==> src/source/ula_cfg.svh <==
`ifndef ULA_CFG_SVH
`define ULA_CFG_SVH

// Raster geometry in 7 MHz pixel clocks and lines
`define ULA_H_TOTAL 448
`define ULA_V_TOTAL 312

// Paper window, top left corner at hc 0 and vc 0
`define ULA_PAPER_W 256
`define ULA_PAPER_H 192

// Cycles from hc = x until pixel x shows on rgb
`define ULA_PIXEL_DELAY 14

// Sync and interrupt timing
`define ULA_HSYNC_BEGIN 344
`define ULA_HSYNC_END 375
`define ULA_VSYNC_LINE 248
`define ULA_INT_CYCLES 32

// Flash counter, top bit is the flash phase
`define ULA_FLASH_BITS 5

// Port values
`define ULA_RESET_BORDER 3'd2
`define ULA_BLANK_BYTE 8'hFF

`endif

==> src/source/ula_pkg.sv <==
`default_nettype none

package ulaPkg;

   // Raster position
   typedef logic [8:0] hCount;
   typedef logic [8:0] vCount;

   // 16 KB video memory address
   typedef logic [13:0] vramAddr;

   // Byte from video memory or the CPU data bus
   typedef logic [7:0] dataByte;

   // Bright bit on top, then G, R, B
   typedef logic [3:0] igrbColour;

   // GGG RRR BBB for the video DAC
   typedef logic [8:0] rgb9Colour;

   // Border index from the port write, G R B
   typedef logic [2:0] borderColour;

endpackage

`default_nettype wire

==> src/source/colourEncoder.sv <==
`timescale 1ns/1ps
`default_nettype none

`include "ula_cfg.svh"

module colourEncoder (
   input  wire                    clk7,
   input  wire                    rst_n,
   input  wire ulaPkg::igrbColour pixelColour,
   output ulaPkg::rgb9Colour      rgb
);
   import ulaPkg::*;

   // DAC levels per component
   localparam logic [2:0] LevelOff    = 3'o0;
   localparam logic [2:0] LevelNormal = 3'o5;
   localparam logic [2:0] LevelBright = 3'o7;

   // 16 entry palette, black stays black in both banks
   function automatic rgb9Colour paletteEntry(input igrbColour colour);
      logic [2:0] level;
      level = colour[3] ? LevelBright : LevelNormal;
      return {colour[2] ? level : LevelOff,
              colour[1] ? level : LevelOff,
              colour[0] ? level : LevelOff};
   endfunction

   // Comes out of reset showing the reset border
   always_ff @(posedge clk7) begin
      if (!rst_n)
         rgb <= paletteEntry({1'b0, `ULA_RESET_BORDER});
      else
         rgb <= paletteEntry(pixelColour);
   end

endmodule

`default_nettype wire

==> src/source/cpuPorts.sv <==
`timescale 1ns/1ps
`default_nettype none

`include "ula_cfg.svh"

module cpuPorts (
   input  wire                  clk7,
   input  wire                  rst_n,
   input  wire [15:0]           ioAddr,
   input  wire                  ioWrite,
   input  wire                  ioRead,
   input  wire ulaPkg::dataByte cpuDin,
   input  wire [4:0]            kbd,
   input  wire                  ear,
   input  wire                  issue2Keyboard,
   input  wire                  bitmapFetch,
   input  wire                  attrFetch,
   input  wire ulaPkg::dataByte vramData,
   output ulaPkg::dataByte      cpuDout,
   output ulaPkg::borderColour  border,
   output logic                 mic,
   output logic                 spk
);

   // Even address that belongs to another device
   localparam logic [7:0] ExcludedPort = 8'hF4;

   logic evenPort;
   logic earProcessed;

   assign evenPort = !ioAddr[0] && (ioAddr[7:0] != ExcludedPort);

   // Border, MIC and speaker latch
   always_ff @(posedge clk7) begin
      if (!rst_n) begin
         border <= `ULA_RESET_BORDER;
         mic    <= 1'b0;
         spk    <= 1'b0;
      end else if (ioWrite && evenPort) begin
         border <= cpuDin[2:0];
         mic    <= cpuDin[3];
         spk    <= cpuDin[4];
      end
   end

   // Issue 2 boards also see MIC on the EAR input
   assign earProcessed = issue2Keyboard ? (ear ^ (spk | mic)) : (ear ^ spk);

   always_comb begin
      cpuDout = `ULA_BLANK_BYTE;
      if (ioRead) begin
         if (evenPort)
            cpuDout = {1'b1, earProcessed, 1'b1, kbd};
         // Floating bus shows whatever the video fetch drives
         else if (bitmapFetch || attrFetch)
            cpuDout = vramData;
      end
   end

endmodule

`default_nettype wire

==> src/source/fetchSequencer.sv <==
`timescale 1ns/1ps
`default_nettype none

`include "ula_cfg.svh"

module fetchSequencer (
   input  wire                clk7,
   input  wire                rst_n,
   input  wire ulaPkg::hCount hc,
   input  wire ulaPkg::vCount vc,
   output logic               caLoad,
   output logic               bitmapFetch,
   output logic               attrFetch,
   output logic               bitmapLatch,
   output logic               attrLatch,
   output logic               shiftLoad,
   output logic               attrOutLoad,
   output logic               paperEnable
);
   import ulaPkg::*;

   // Output stage runs one cell behind the fetch
   localparam int CellLag = 8;

   typedef enum logic [2:0] {Idle, BitmapAddr, BitmapGrab, AttrAddr, AttrGrab} fetchState;

   fetchState state;
   fetchState nextState;
   hCount     nextHc;
   logic      paperLine;
   logic      slotStart;

   assign nextHc    = hc + hCount'(1);
   assign paperLine = (vc < vCount'(`ULA_PAPER_H));

   // Slots begin at hc 8 and 12 of each 16, inside the paper width
   assign slotStart = paperLine && (nextHc < hCount'(`ULA_PAPER_W))
                      && nextHc[3] && (nextHc[1:0] == 2'd0);

   always_comb begin
      nextState = Idle;
      case (state)
         Idle:       nextState = slotStart ? BitmapAddr : Idle;
         BitmapAddr: nextState = BitmapGrab;
         BitmapGrab: nextState = AttrAddr;
         AttrAddr:   nextState = AttrGrab;
         // Second slot of the pair follows directly
         AttrGrab:   nextState = slotStart ? BitmapAddr : Idle;
         default:    nextState = Idle;
      endcase
   end

   always_ff @(posedge clk7) begin
      if (!rst_n)
         state <= Idle;
      else
         state <= nextState;
   end

   // Address selects and byte captures
   assign bitmapFetch = (state == BitmapAddr) || (state == BitmapGrab);
   assign attrFetch   = (state == AttrAddr) || (state == AttrGrab);
   assign bitmapLatch = (state == BitmapGrab);
   assign attrLatch   = (state == AttrGrab);

   // Per cell strobes
   assign caLoad      = (hc[2:0] == 3'd3);
   assign attrOutLoad = (hc[2:0] == 3'd4);
   assign paperEnable = paperLine && (hc >= hCount'(CellLag))
                        && (hc < hCount'(`ULA_PAPER_W + CellLag));
   assign shiftLoad   = attrOutLoad && paperEnable;

endmodule

`default_nettype wire

==> src/source/pixelShifter.sv <==
`timescale 1ns/1ps
`default_nettype none

`include "ula_cfg.svh"

module pixelShifter (
   input  wire                      clk7,
   input  wire                      rst_n,
   input  wire ulaPkg::dataByte     vramData,
   input  wire                      bitmapLatch,
   input  wire                      attrLatch,
   input  wire                      shiftLoad,
   input  wire                      attrOutLoad,
   input  wire                      paperEnable,
   input  wire                      flashPhase,
   input  wire ulaPkg::borderColour border,
   output ulaPkg::igrbColour        pixelColour
);
   import ulaPkg::*;

   dataByte bitmapData;
   dataByte attrData;
   dataByte shifter;
   dataByte attrOut;
   dataByte attrNext;
   logic    inkSelect;

   //////////////////////////////////////////////////////////////////////
   // Fetch side
   //////////////////////////////////////////////////////////////////////

   // Bytes straight off the video bus
   always_ff @(posedge clk7) begin
      if (bitmapLatch)
         bitmapData <= vramData;
      if (attrLatch)
         attrData <= vramData;
   end

   // Outside paper the border becomes paper, ink 0, no bright or flash
   assign attrNext = paperEnable ? attrData : {2'b00, border, 3'b000};

   //////////////////////////////////////////////////////////////////////
   // Output side
   //////////////////////////////////////////////////////////////////////

   always_ff @(posedge clk7) begin
      if (!rst_n) begin
         shifter <= '0;
         attrOut <= {2'b00, `ULA_RESET_BORDER, 3'b000};
      end else begin
         // MSB first, zeros fill in behind
         if (shiftLoad)
            shifter <= bitmapData;
         else
            shifter <= {shifter[6:0], 1'b0};
         // New attribute at every cell boundary
         if (attrOutLoad)
            attrOut <= attrNext;
      end
   end

   // Flashing cells swap ink and paper in the inverted phase
   assign inkSelect = shifter[7] ^ (attrOut[7] & flashPhase);

   // Bright bit shared by ink and paper
   assign pixelColour = inkSelect ? {attrOut[6], attrOut[2:0]}
                                  : {attrOut[6], attrOut[5:3]};

endmodule

`default_nettype wire

==> src/source/rasterCounter.sv <==
`timescale 1ns/1ps
`default_nettype none

`include "ula_cfg.svh"

module rasterCounter (
   input  wire           clk7,
   input  wire           rst_n,
   output ulaPkg::hCount hc,
   output ulaPkg::vCount vc,
   output logic          hsync,
   output logic          vsync,
   output logic          intN,
   output logic          flashPhase
);
   import ulaPkg::*;

   logic [`ULA_FLASH_BITS-1:0] flashCount;
   logic lineEnd;
   logic frameEnd;
   logic onVsyncLine;

   assign lineEnd     = (hc == hCount'(`ULA_H_TOTAL - 1));
   assign frameEnd    = (vc == vCount'(`ULA_V_TOTAL - 1));
   assign onVsyncLine = (vc == vCount'(`ULA_VSYNC_LINE));

   // Pixel and line counters
   always_ff @(posedge clk7) begin
      if (!rst_n) begin
         hc <= '0;
         vc <= '0;
      end else if (lineEnd) begin
         hc <= '0;
         // Line counter wraps at the end of the frame
         if (frameEnd)
            vc <= '0;
         else
            vc <= vc + vCount'(1);
      end else begin
         hc <= hc + hCount'(1);
      end
   end

   // One count per frame, on the first pixel of the vsync line
   always_ff @(posedge clk7) begin
      if (!rst_n)
         flashCount <= '0;
      else if (onVsyncLine && hc == '0)
         flashCount <= flashCount + 1'b1;
   end

   // Toggles every 16 frames
   assign flashPhase = flashCount[`ULA_FLASH_BITS-1];

   // Sync windows straight from the counters
   assign hsync = (hc >= hCount'(`ULA_HSYNC_BEGIN)) && (hc <= hCount'(`ULA_HSYNC_END));
   assign vsync = onVsyncLine;

   // Frame interrupt at the start of the vsync line
   assign intN = !(onVsyncLine && (hc < hCount'(`ULA_INT_CYCLES)));

endmodule

`default_nettype wire

==> src/source/ulaTop.sv <==
`timescale 1ns/1ps
`default_nettype none

`include "ula_cfg.svh"

module ulaTop (
   input  wire                  clk7,
   input  wire                  rst_n,
   input  wire [15:0]           ioAddr,
   input  wire                  ioWrite,
   input  wire                  ioRead,
   input  wire ulaPkg::dataByte cpuDin,
   input  wire [4:0]            kbd,
   input  wire                  ear,
   input  wire                  issue2Keyboard,
   input  wire ulaPkg::dataByte vramData,
   output ulaPkg::dataByte      cpuDout,
   output ulaPkg::vramAddr      vramAddr,
   output ulaPkg::rgb9Colour    rgb,
   output logic                 hsync,
   output logic                 vsync,
   output logic                 intN,
   output logic                 mic,
   output logic                 spk
);
   import ulaPkg::*;

   //////////////////////////////////////////////////////////////////////
   // Internal nets
   //////////////////////////////////////////////////////////////////////

   hCount       hc;
   vCount       vc;
   logic        flashPhase;
   // Sequencer strobes
   logic        caLoad;
   logic        bitmapFetch;
   logic        attrFetch;
   logic        bitmapLatch;
   logic        attrLatch;
   logic        shiftLoad;
   logic        attrOutLoad;
   logic        paperEnable;
   igrbColour   pixelColour;
   borderColour border;

   //////////////////////////////////////////////////////////////////////
   // Video side
   //////////////////////////////////////////////////////////////////////

   rasterCounter rasterCounter_i (
      .clk7(clk7), .rst_n(rst_n), .hc(hc), .vc(vc),
      .hsync(hsync), .vsync(vsync), .intN(intN), .flashPhase(flashPhase)
   );

   fetchSequencer fetchSequencer_i (
      .clk7(clk7), .rst_n(rst_n), .hc(hc), .vc(vc),
      .caLoad(caLoad), .bitmapFetch(bitmapFetch), .attrFetch(attrFetch),
      .bitmapLatch(bitmapLatch), .attrLatch(attrLatch), .shiftLoad(shiftLoad),
      .attrOutLoad(attrOutLoad), .paperEnable(paperEnable)
   );

   vramAddressGen vramAddressGen_i (
      .clk7(clk7), .rst_n(rst_n), .hc(hc), .vc(vc), .caLoad(caLoad),
      .bitmapFetch(bitmapFetch), .attrFetch(attrFetch), .vramAddr(vramAddr)
   );

   pixelShifter pixelShifter_i (
      .clk7(clk7), .rst_n(rst_n), .vramData(vramData),
      .bitmapLatch(bitmapLatch), .attrLatch(attrLatch), .shiftLoad(shiftLoad),
      .attrOutLoad(attrOutLoad), .paperEnable(paperEnable),
      .flashPhase(flashPhase), .border(border), .pixelColour(pixelColour)
   );

   colourEncoder colourEncoder_i (
      .clk7(clk7), .rst_n(rst_n), .pixelColour(pixelColour), .rgb(rgb)
   );

   // CPU port
   cpuPorts cpuPorts_i (
      .clk7(clk7), .rst_n(rst_n), .ioAddr(ioAddr), .ioWrite(ioWrite),
      .ioRead(ioRead), .cpuDin(cpuDin), .kbd(kbd), .ear(ear),
      .issue2Keyboard(issue2Keyboard), .bitmapFetch(bitmapFetch),
      .attrFetch(attrFetch), .vramData(vramData), .cpuDout(cpuDout),
      .border(border), .mic(mic), .spk(spk)
   );

endmodule

`default_nettype wire

==> src/source/vramAddressGen.sv <==
`timescale 1ns/1ps
`default_nettype none

`include "ula_cfg.svh"

module vramAddressGen (
   input  wire                clk7,
   input  wire                rst_n,
   input  wire ulaPkg::hCount hc,
   input  wire ulaPkg::vCount vc,
   input  wire                caLoad,
   input  wire                bitmapFetch,
   input  wire                attrFetch,
   output ulaPkg::vramAddr    vramAddr
);

   // Attribute area starts at 0x1800
   localparam logic [2:0] AttrPrefix = 3'b110;

   logic [4:0] column;

   // Character column, taken a few cycles ahead of the slot
   always_ff @(posedge clk7) begin
      if (!rst_n)
         column <= '0;
      else if (caLoad)
         column <= hc[7:3];
   end

   always_comb begin
      // Idle bus reads as zero
      vramAddr = '0;
      if (bitmapFetch)
         // Thirds, then pixel row, then character row
         vramAddr = {1'b0, vc[7:6], vc[2:0], vc[5:3], column};
      else if (attrFetch)
         vramAddr = {1'b0, AttrPrefix, vc[7:3], column};
   end

endmodule

`default_nettype wire

==> config.mk <==
export PLATFORM = sky130hd
export DESIGN_NAME = ulaTop
export DESIGN_NICKNAME = d
export VERILOG_FILES = /design/src/source/ula_pkg.sv /design/src/source/colourEncoder.sv /design/src/source/cpuPorts.sv /design/src/source/fetchSequencer.sv /design/src/source/pixelShifter.sv /design/src/source/rasterCounter.sv /design/src/source/ulaTop.sv /design/src/source/vramAddressGen.sv
export VERILOG_INCLUDE_DIRS = /design/src /design/src/source
export SDC_FILE = /design/constraint.sdc
export NUM_CORES = 1
export LEC_CHECK = 0
export BUFFER_PORTS_ARGS = -buffer_cell sky130_fd_sc_hd__buf_2
export CORE_MARGIN = 2
export CORE_UTILIZATION = 54
export CTS_CLUSTER_DIAMETER = 150
export CTS_CLUSTER_SIZE = 30
export DETAILED_ROUTE_END_ITERATION = 10
export GPL_ROUTABILITY_DRIVEN = 1
export GPL_TIMING_DRIVEN = 0
export PLACE_DENSITY = 0.8
export RECOVER_POWER = 100
export SYNTH_ARGS = -nofsm -noshare
export SYNTH_HDL_FRONTEND = slang
export SYNTH_HIERARCHICAL = 1
export SYNTH_SLANG_ARGS = --single-unit
==> constraint.sdc <==
create_clock -name clk7 -period 2.8 [get_ports clk7]
set_input_delay 0.28 -clock clk7 [delete_from_list [all_inputs] [get_ports clk7]]
set_output_delay 0.28 -clock clk7 [all_outputs]
set_load 0.01 [all_outputs]
Word level (Yosys, flattened, before mapping)
Index checks and enable logic that the tools add are counted.

word-level totals
  input port bits = 43
  register bits after elaboration = 77
  logic and storage cells = 82

cells by class
  reduce and logical (&&, ||, !) cells = 25
  bitwise gates (word level) = 6
  muxes and demuxes = 14
  $lt $le $gt $ge = 7
  add/sub/neg operators = 3
  equal/unequal tests = 10

operator list
  operator               count
  $mux W8                5
  $add A9 B1 Y9 const B  2
  $eq A9 B9 Y1 const B   2
  $lt A9 B9 Y1 const B   2
  $mux W14               1
  $mux W13               1
  $pmux W3 S4            1
  $logic_and A1 B1 Y1    11
  $eq A3 B2 Y1 const B   3
  $eq A9 B8 Y1 const B   1
  $ge A9 B4 Y1 const B   1
  $ge A9 B9 Y1 const B   1
  $le A9 B9 Y1 const B   1
  $logic_not A9 Y1       1
  $lt A9 B6 Y1 const B   1
  $lt A9 B8 Y1 const B   1
  $mux W9                1
  $ne A8 B8 Y1 const B   1
  $reduce_and A2 Y1      4
  $eq A3 B3 Y1 const B   2
  $mux W3                2
  $add A5 B1 Y5 const B  1
  $reduce_or A2 Y1       2
  $eq A3 B1 Y1 const B   1
  other kinds (10)       16

Depth between registers and ports, before layout
  word-level depth = 7
  mapped depth = 6

Cells and area by module
The synthesis kept the hierarchy.

by module, submodules not included
  module          sequential area each (sq um)  instances  cells an instance  area an instance (sq um)
  pixelShifter    800.8                         1          81                 1166.1
  rasterCounter   460.4                         1          134                1128.6
  cpuPorts        100.1                         1          50                 372.9
  vramAddressGen  100.1                         1          39                 346.6
  fetchSequencer  60.1                          1          27                 224.0
  colourEncoder   120.1                         1          15                 182.7

Worst setup path before layout
No wires, ideal clock.

  path kind = reg-to-reg
  start = register rasterCounter_i.hc[7]
  end = register pixelShifter_i.shifter[1]
  data arrival time = 1.891 ns
  path buffers = 1
  setup time = 0.116 ns
  setup slack = 0.793 ns
  clock period less this slack = 2.007 ns
  required time = 2.684 ns
  stages on the path, launching flop included = 7
  cell sequence = dfxtp_1 > or4_4 > or4_4 > a21boi_2 > buf_2 > mux2i_1 > nor2b_1

between the ends
  longest elaborated chain between the ends = 5
  elaborated cells between the ends (all ways) = 6
  classes of those cells = order compare (2); mux (1); reduce/logical (3)

RTL lines
  element                 RTL line              RTL
  start, declared         rasterCounter.sv:9    output ulaPkg::hCount hc,
  start signal, assigned  rasterCounter.sv:40   hc <= hc + hCount'(1);
  $ge A9 B4 Y1            fetchSequencer.sv:69  assign paperEnable = paperLine && (hc >= hCount'(CellLag))
  $logic_and A1 B1 Y1     fetchSequencer.sv:69
  $logic_and A1 B1 Y1 *   fetchSequencer.sv:69
  $logic_and A1 B1 Y1 *   fetchSequencer.sv:71  assign shiftLoad = attrOutLoad && paperEnable;
  via shiftLoad           ulaTop.sv:41          logic shiftLoad;
  $mux W8 *               pixelShifter.sv:53    if (shiftLoad)
  end signal, assigned    pixelShifter.sv:54    shifter <= bitmapData;
  end signal, assigned    pixelShifter.sv:56    shifter <= {shifter[6:0], 1'b0};
  end, declared           pixelShifter.sv:23    dataByte shifter;

The timed path passes the listed nets; every way through them passes the cells marked *.
A chain may end at the register's enable or synchronous reset.

Final worst setup path
  start = register rasterCounter_i.hc[7]
  end = register pixelShifter_i.shifter[5]

Same word-level chain as after synthesis.

==> impl_metrics.sql <==
INSERT INTO impl_metrics (metric_group, metric, value, unit) VALUES
('finish', 'final_common_cell', 'sky130_fd_sc_hd__dfxtp_1', ''),
('setup_path', 'path_max_fanout', '8', ''),
('logic_synthesis', 'synth_async_sr_flop_share', '0', ''),
('power', 'power_per_cell_area', '508', 'nW/µm²'),
('sta', 'post-route-period-util', '0.908', ''),
('logic_synthesis', 'synthesized_netlist_net_count', '394', ''),
('sta', 'report.final.setup_viol', '0', ''),
('clocking', 'clk_transition_reported_paths', '0.08', 'ns'),
('setup_path', 'critical_path.slowest_cell', 'sky130_fd_sc_hd__or4_1', ''),
('logic_synthesis', 'synthesis.area_per_instance', '9.89', 'µm²'),
('finish', 'ff_latch_area', '1640', 'µm²'),
('finish', 'final_cell_mix', 'sky130_fd_sc_hd__dfxtp_1, sky130_fd_sc_hd__clkbuf_1, sky130_fd_sc_hd__nand2_1', ''),
('grt', 'grt_max_degree', '28', ''),
('power', 'p_clk_frac', '0.390', ''),
('floorplanning', 'fp.dieH', '83.6', 'µm'),
('setup_path', 'timing.setup.critical_path_class', 'flop to flop', ''),
('logic_synthesis', 'synth_top_area_frac', '0.339', ''),
('finish', 'area_growth_from_synthesis_to_layout', '14.9', '%'),
('power', 'part_of_the_power_in_registers', '0.555', ''),
('routing', 'routed_wire_length_per_instance', '13.9', 'µm'),
('clocking', 'clk_latency', '0.35', 'ns'),
('finish', 'multiInputGateArea', '1620', 'µm²'),
('sta', 'final-hold-violation-count', '0', ''),
('placed_design', 'dp.final_hpwl', '4960', 'µm'),
('routing', 'drcViolationCount', '0', ''),
('logic_synthesis', 'yosysWarnings', '6', ''),
('setup_path', 'r2r-start', 'rasterCounter_i/hc[7]$_SDFF_PP0_', ''),
('logic_synthesis', 'netlist_instances', '346', ''),
('logic_synthesis', 'distinct_cell_type_count_of_the_synthesized_netlist', '59', ''),
('power', 'power_switching_share', '0.223', ''),
('setup_path', 'crit_path_frequent_cell', 'sky130_fd_sc_hd__or4_1', ''),
('sta', 'report.final.slew_viol_count', '0', ''),
('floorplanning', 'placementRows', '28', ''),
('sta', 'achievable_frequency', '393', 'MHz'),
('grt', 'groute.usage.overall', '0.209', ''),
('routing', 'detailroute.via_count', '2695', ''),
('status', 'run_status', 'completed', ''),
('finish', 'drive_gt1_frac', '0.152', ''),
('sta', 'max_slew.worst_pin.slew', '1.04', 'ns'),
('finish', 'finalInstanceArea', '3930', 'µm²'),
('routing', 'routed_wire_length', '7010', 'µm'),
('setup_path', 'r2r-end', 'pixelShifter_i/shifter[5]$_SDFF_PN0_', ''),
('setup_path', 'crit_chain', 'or4_1 > or4_1 > a21boi_0 > clkbuf_1 > mux2i_1 > nor2b_1', ''),
('setup_path', 'critical_path.endpoint_type', 'flop', ''),
('logic_synthesis', 'ys_top_cells_by_area', 'sky130_fd_sc_hd__dfxtp_1, sky130_fd_sc_hd__edfxtp_1, sky130_fd_sc_hd__mux2i_1', ''),
('setup_path', 'timing.reg2reg.worst_path_depth', '6', ''),
('setup_path', 'cp.arrival', '2.78', 'ns'),
('run', 'timing.max_cap.violations', '0', ''),
('setup_path', 'timing.critical_path.from', 'rasterCounter_i/hc[7]$_SDFF_PP0_', ''),
('floorplanning', 'dieArea', '6990', 'µm²'),
('clocking', 'cts_num_sinks', '74', ''),
('clocking', 'cts.htree.levels', '3', ''),
('logic_synthesis', 'synth_area', '3420', 'µm²'),
('setup_path', 'crit_path_max_incr_delay', '0.60', 'ns'),
('setup_path', 'worstSetupStartpointType', 'flop', ''),
('logic_synthesis', 'synth-main-ff-cell', 'sky130_fd_sc_hd__dfxtp_1', ''),
('placed_design', 'placement.cell_area', '3840', 'µm²'),
('finish', 'design.final.nets', '471', ''),
('setup_path', 'crit_required', '3.04', 'ns'),
('floorplanning', 'top_level_port_count', '79', ''),
('sta', 'final.setup_skew', '0.0108', 'ns'),
('setup_path', 'crit_end', 'pixelShifter_i/shifter[5]$_SDFF_PN0_', ''),
('sta', 'unrepaired_setup_endpoints_after_global_routing', 'no', ''),
('finish', 'layout.core_utilization', '0.652', ''),
('grt', 'number_of_antenna_violations_at_the_first_check_in_global_routing', '0', ''),
('power', 'static-leakage-power', '1.44', 'nW'),
('routing', 'detail-route-antenna-nets', '0', ''),
('logic_synthesis', 'sequential_cell_area_fraction_in_the_yosys_report', '0.480', ''),
('clocking', 'post-cts-setup-buffer-count', '0', ''),
('clocking', 'worst_case_clock_buffer_depth', '2', ''),
('placed_design', 'routabilityCongestion', '0.846', '');
## final cells by class
type | instances | area share
tap | 75 | 0.0239
timing repair buffer | 66 | 0.0707
multi-input combinational | 247 | 0.412
clock buffer | 12 | 0.0344
clock inverter | 4 | 0.0108
sequential | 74 | 0.418
buffer | 16 | 0.0216
inverter | 9 | 0.00860
## worst min path at each step
stage                                              to  slack (ns)  cells past startpoint
2_1_floorplan       colourEncoder_i/rgb[3]$_SDFF_PN1_        0.35                      1
5_1_grt          pixelShifter_i/attrData[5]$_DFFE_PP_        0.17                      1
3_3_place_gp        cpuPorts_i/border[0]$_SDFFE_PN0P_        0.46                      2
3_5_place_dp        cpuPorts_i/border[0]$_SDFFE_PN0P_        0.47                      2
4_1_cts        pixelShifter_i/bitmapData[6]$_DFFE_PP_        0.13                      1
6_report            cpuPorts_i/border[2]$_SDFFE_PN0P_        0.17                      3
## worst max-delay path, delay by kind of cell (launching register included)
family	cells	cell delay, ns
compound gates	1	0.22
buf+inv	1	0.47
mux	1	0.26
simple gates	3	1.10
flops	1	0.38
## cells by family after synthesis
family          after synthesis  synth area share
compound gates               49            0.0958
flops                        74             0.480
fa+ha+maj                     5            0.0183
other cells                   1           0.00110
buf+inv                      25            0.0373
mux                          25            0.0742
simple gates                155             0.260
xor+xnor                     12            0.0329
## per-layer routing
metal / vias to the layer above / track usage / share of wire
met5: - / 0 / 0
met4: 0 / 0.116 / 0.020
met3: 12 / 0.0376 / 0.061
met2: 96 / 0.304 / 0.44
met1: 1226 / 0.291 / 0.48
li1: 1361 / - / -
## registers in the layout, indices dropped and copies added, names as in the netlist
name and flops:
cpuPorts_i/border 3, rasterCounter_i/flashCount 5, colourEncoder_i/rgb 6, pixelShifter_i/attrOut 8
rasterCounter_i/vc 9, pixelShifter_i/shifter 8, pixelShifter_i/bitmapData 8, pixelShifter_i/attrData 8
vramAddressGen_i/column 5, cpuPorts_i/spk 1, fetchSequencer_i/state 3, rasterCounter_i/hc 9
cpuPorts_i/mic 1
## synth_stat cells, types with 2 or more instances
| library cell | number |
|---|---|
| sky130_fd_sc_hd__a21boi_0 | 5 |
| sky130_fd_sc_hd__a21o_1 | 2 |
| sky130_fd_sc_hd__a21oi_1 | 12 |
| sky130_fd_sc_hd__a311oi_1 | 4 |
| sky130_fd_sc_hd__a31oi_1 | 2 |
| sky130_fd_sc_hd__and2_1 | 3 |
| sky130_fd_sc_hd__and2_2 | 3 |
| sky130_fd_sc_hd__and3_1 | 7 |
| sky130_fd_sc_hd__and4_1 | 2 |
| sky130_fd_sc_hd__buf_2 | 5 |
| sky130_fd_sc_hd__buf_4 | 7 |
| sky130_fd_sc_hd__clkbuf_1 | 2 |
| sky130_fd_sc_hd__dfxtp_1 | 58 |
| sky130_fd_sc_hd__edfxtp_1 | 16 |
| sky130_fd_sc_hd__ha_1 | 5 |
| sky130_fd_sc_hd__inv_1 | 9 |
| sky130_fd_sc_hd__mux2_1 | 3 |
| sky130_fd_sc_hd__mux2i_1 | 22 |
| sky130_fd_sc_hd__nand2_1 | 30 |
| sky130_fd_sc_hd__nand2b_1 | 7 |
| sky130_fd_sc_hd__nand3_1 | 14 |
| sky130_fd_sc_hd__nand4_1 | 2 |
| sky130_fd_sc_hd__nand4b_1 | 2 |
| sky130_fd_sc_hd__nor2_1 | 26 |
| sky130_fd_sc_hd__nor2b_1 | 19 |
| sky130_fd_sc_hd__nor2b_2 | 8 |
| sky130_fd_sc_hd__nor3_1 | 9 |
| sky130_fd_sc_hd__nor3b_1 | 3 |
| sky130_fd_sc_hd__nor4_1 | 2 |
| sky130_fd_sc_hd__nor4b_1 | 2 |
| sky130_fd_sc_hd__o21ai_0 | 14 |
| sky130_fd_sc_hd__or3_1 | 4 |
| sky130_fd_sc_hd__or4_4 | 2 |
| sky130_fd_sc_hd__xnor2_1 | 7 |
| sky130_fd_sc_hd__xor2_1 | 4 |
## per-stage QoR
stage / setup slack, ns / cells / total power [W] / hold WS [ns]
3_3_place_gp: 0.554 / 487 / 0.00124 / 0.456
4_1_cts: 0.143 / 503 / 0.00201 / 0.128
3_5_place_dp: 0.527 / 487 / 0.00125 / 0.467
6_report: 0.257 / 503 / 0.00200 / 0.170
5_1_grt: 0.153 / 503 / 0.00208 / 0.166
2_1_floorplan: 0.793 / 346 / 0.00119 / 0.353
## timing repair
item	CTS	global route
endpoints found under the setup margin	0	2
hold endpoints to repair	0	0
hold buffers	0	0
resized for setup	0	2
## power by group through the flow
stage	clock network, W	logic (W)	registers [W]
final	0.000779	0.000110	0.00111
after global routing	0.000844	0.000122	0.00111
after CTS	0.000785	0.000115	0.00111
after detailed placement	0	0.000114	0.00113
after global placement	0	0.000111	0.00113
after floorplan	0	0.0000618	0.00113
(Power assumes the default switching activity.)
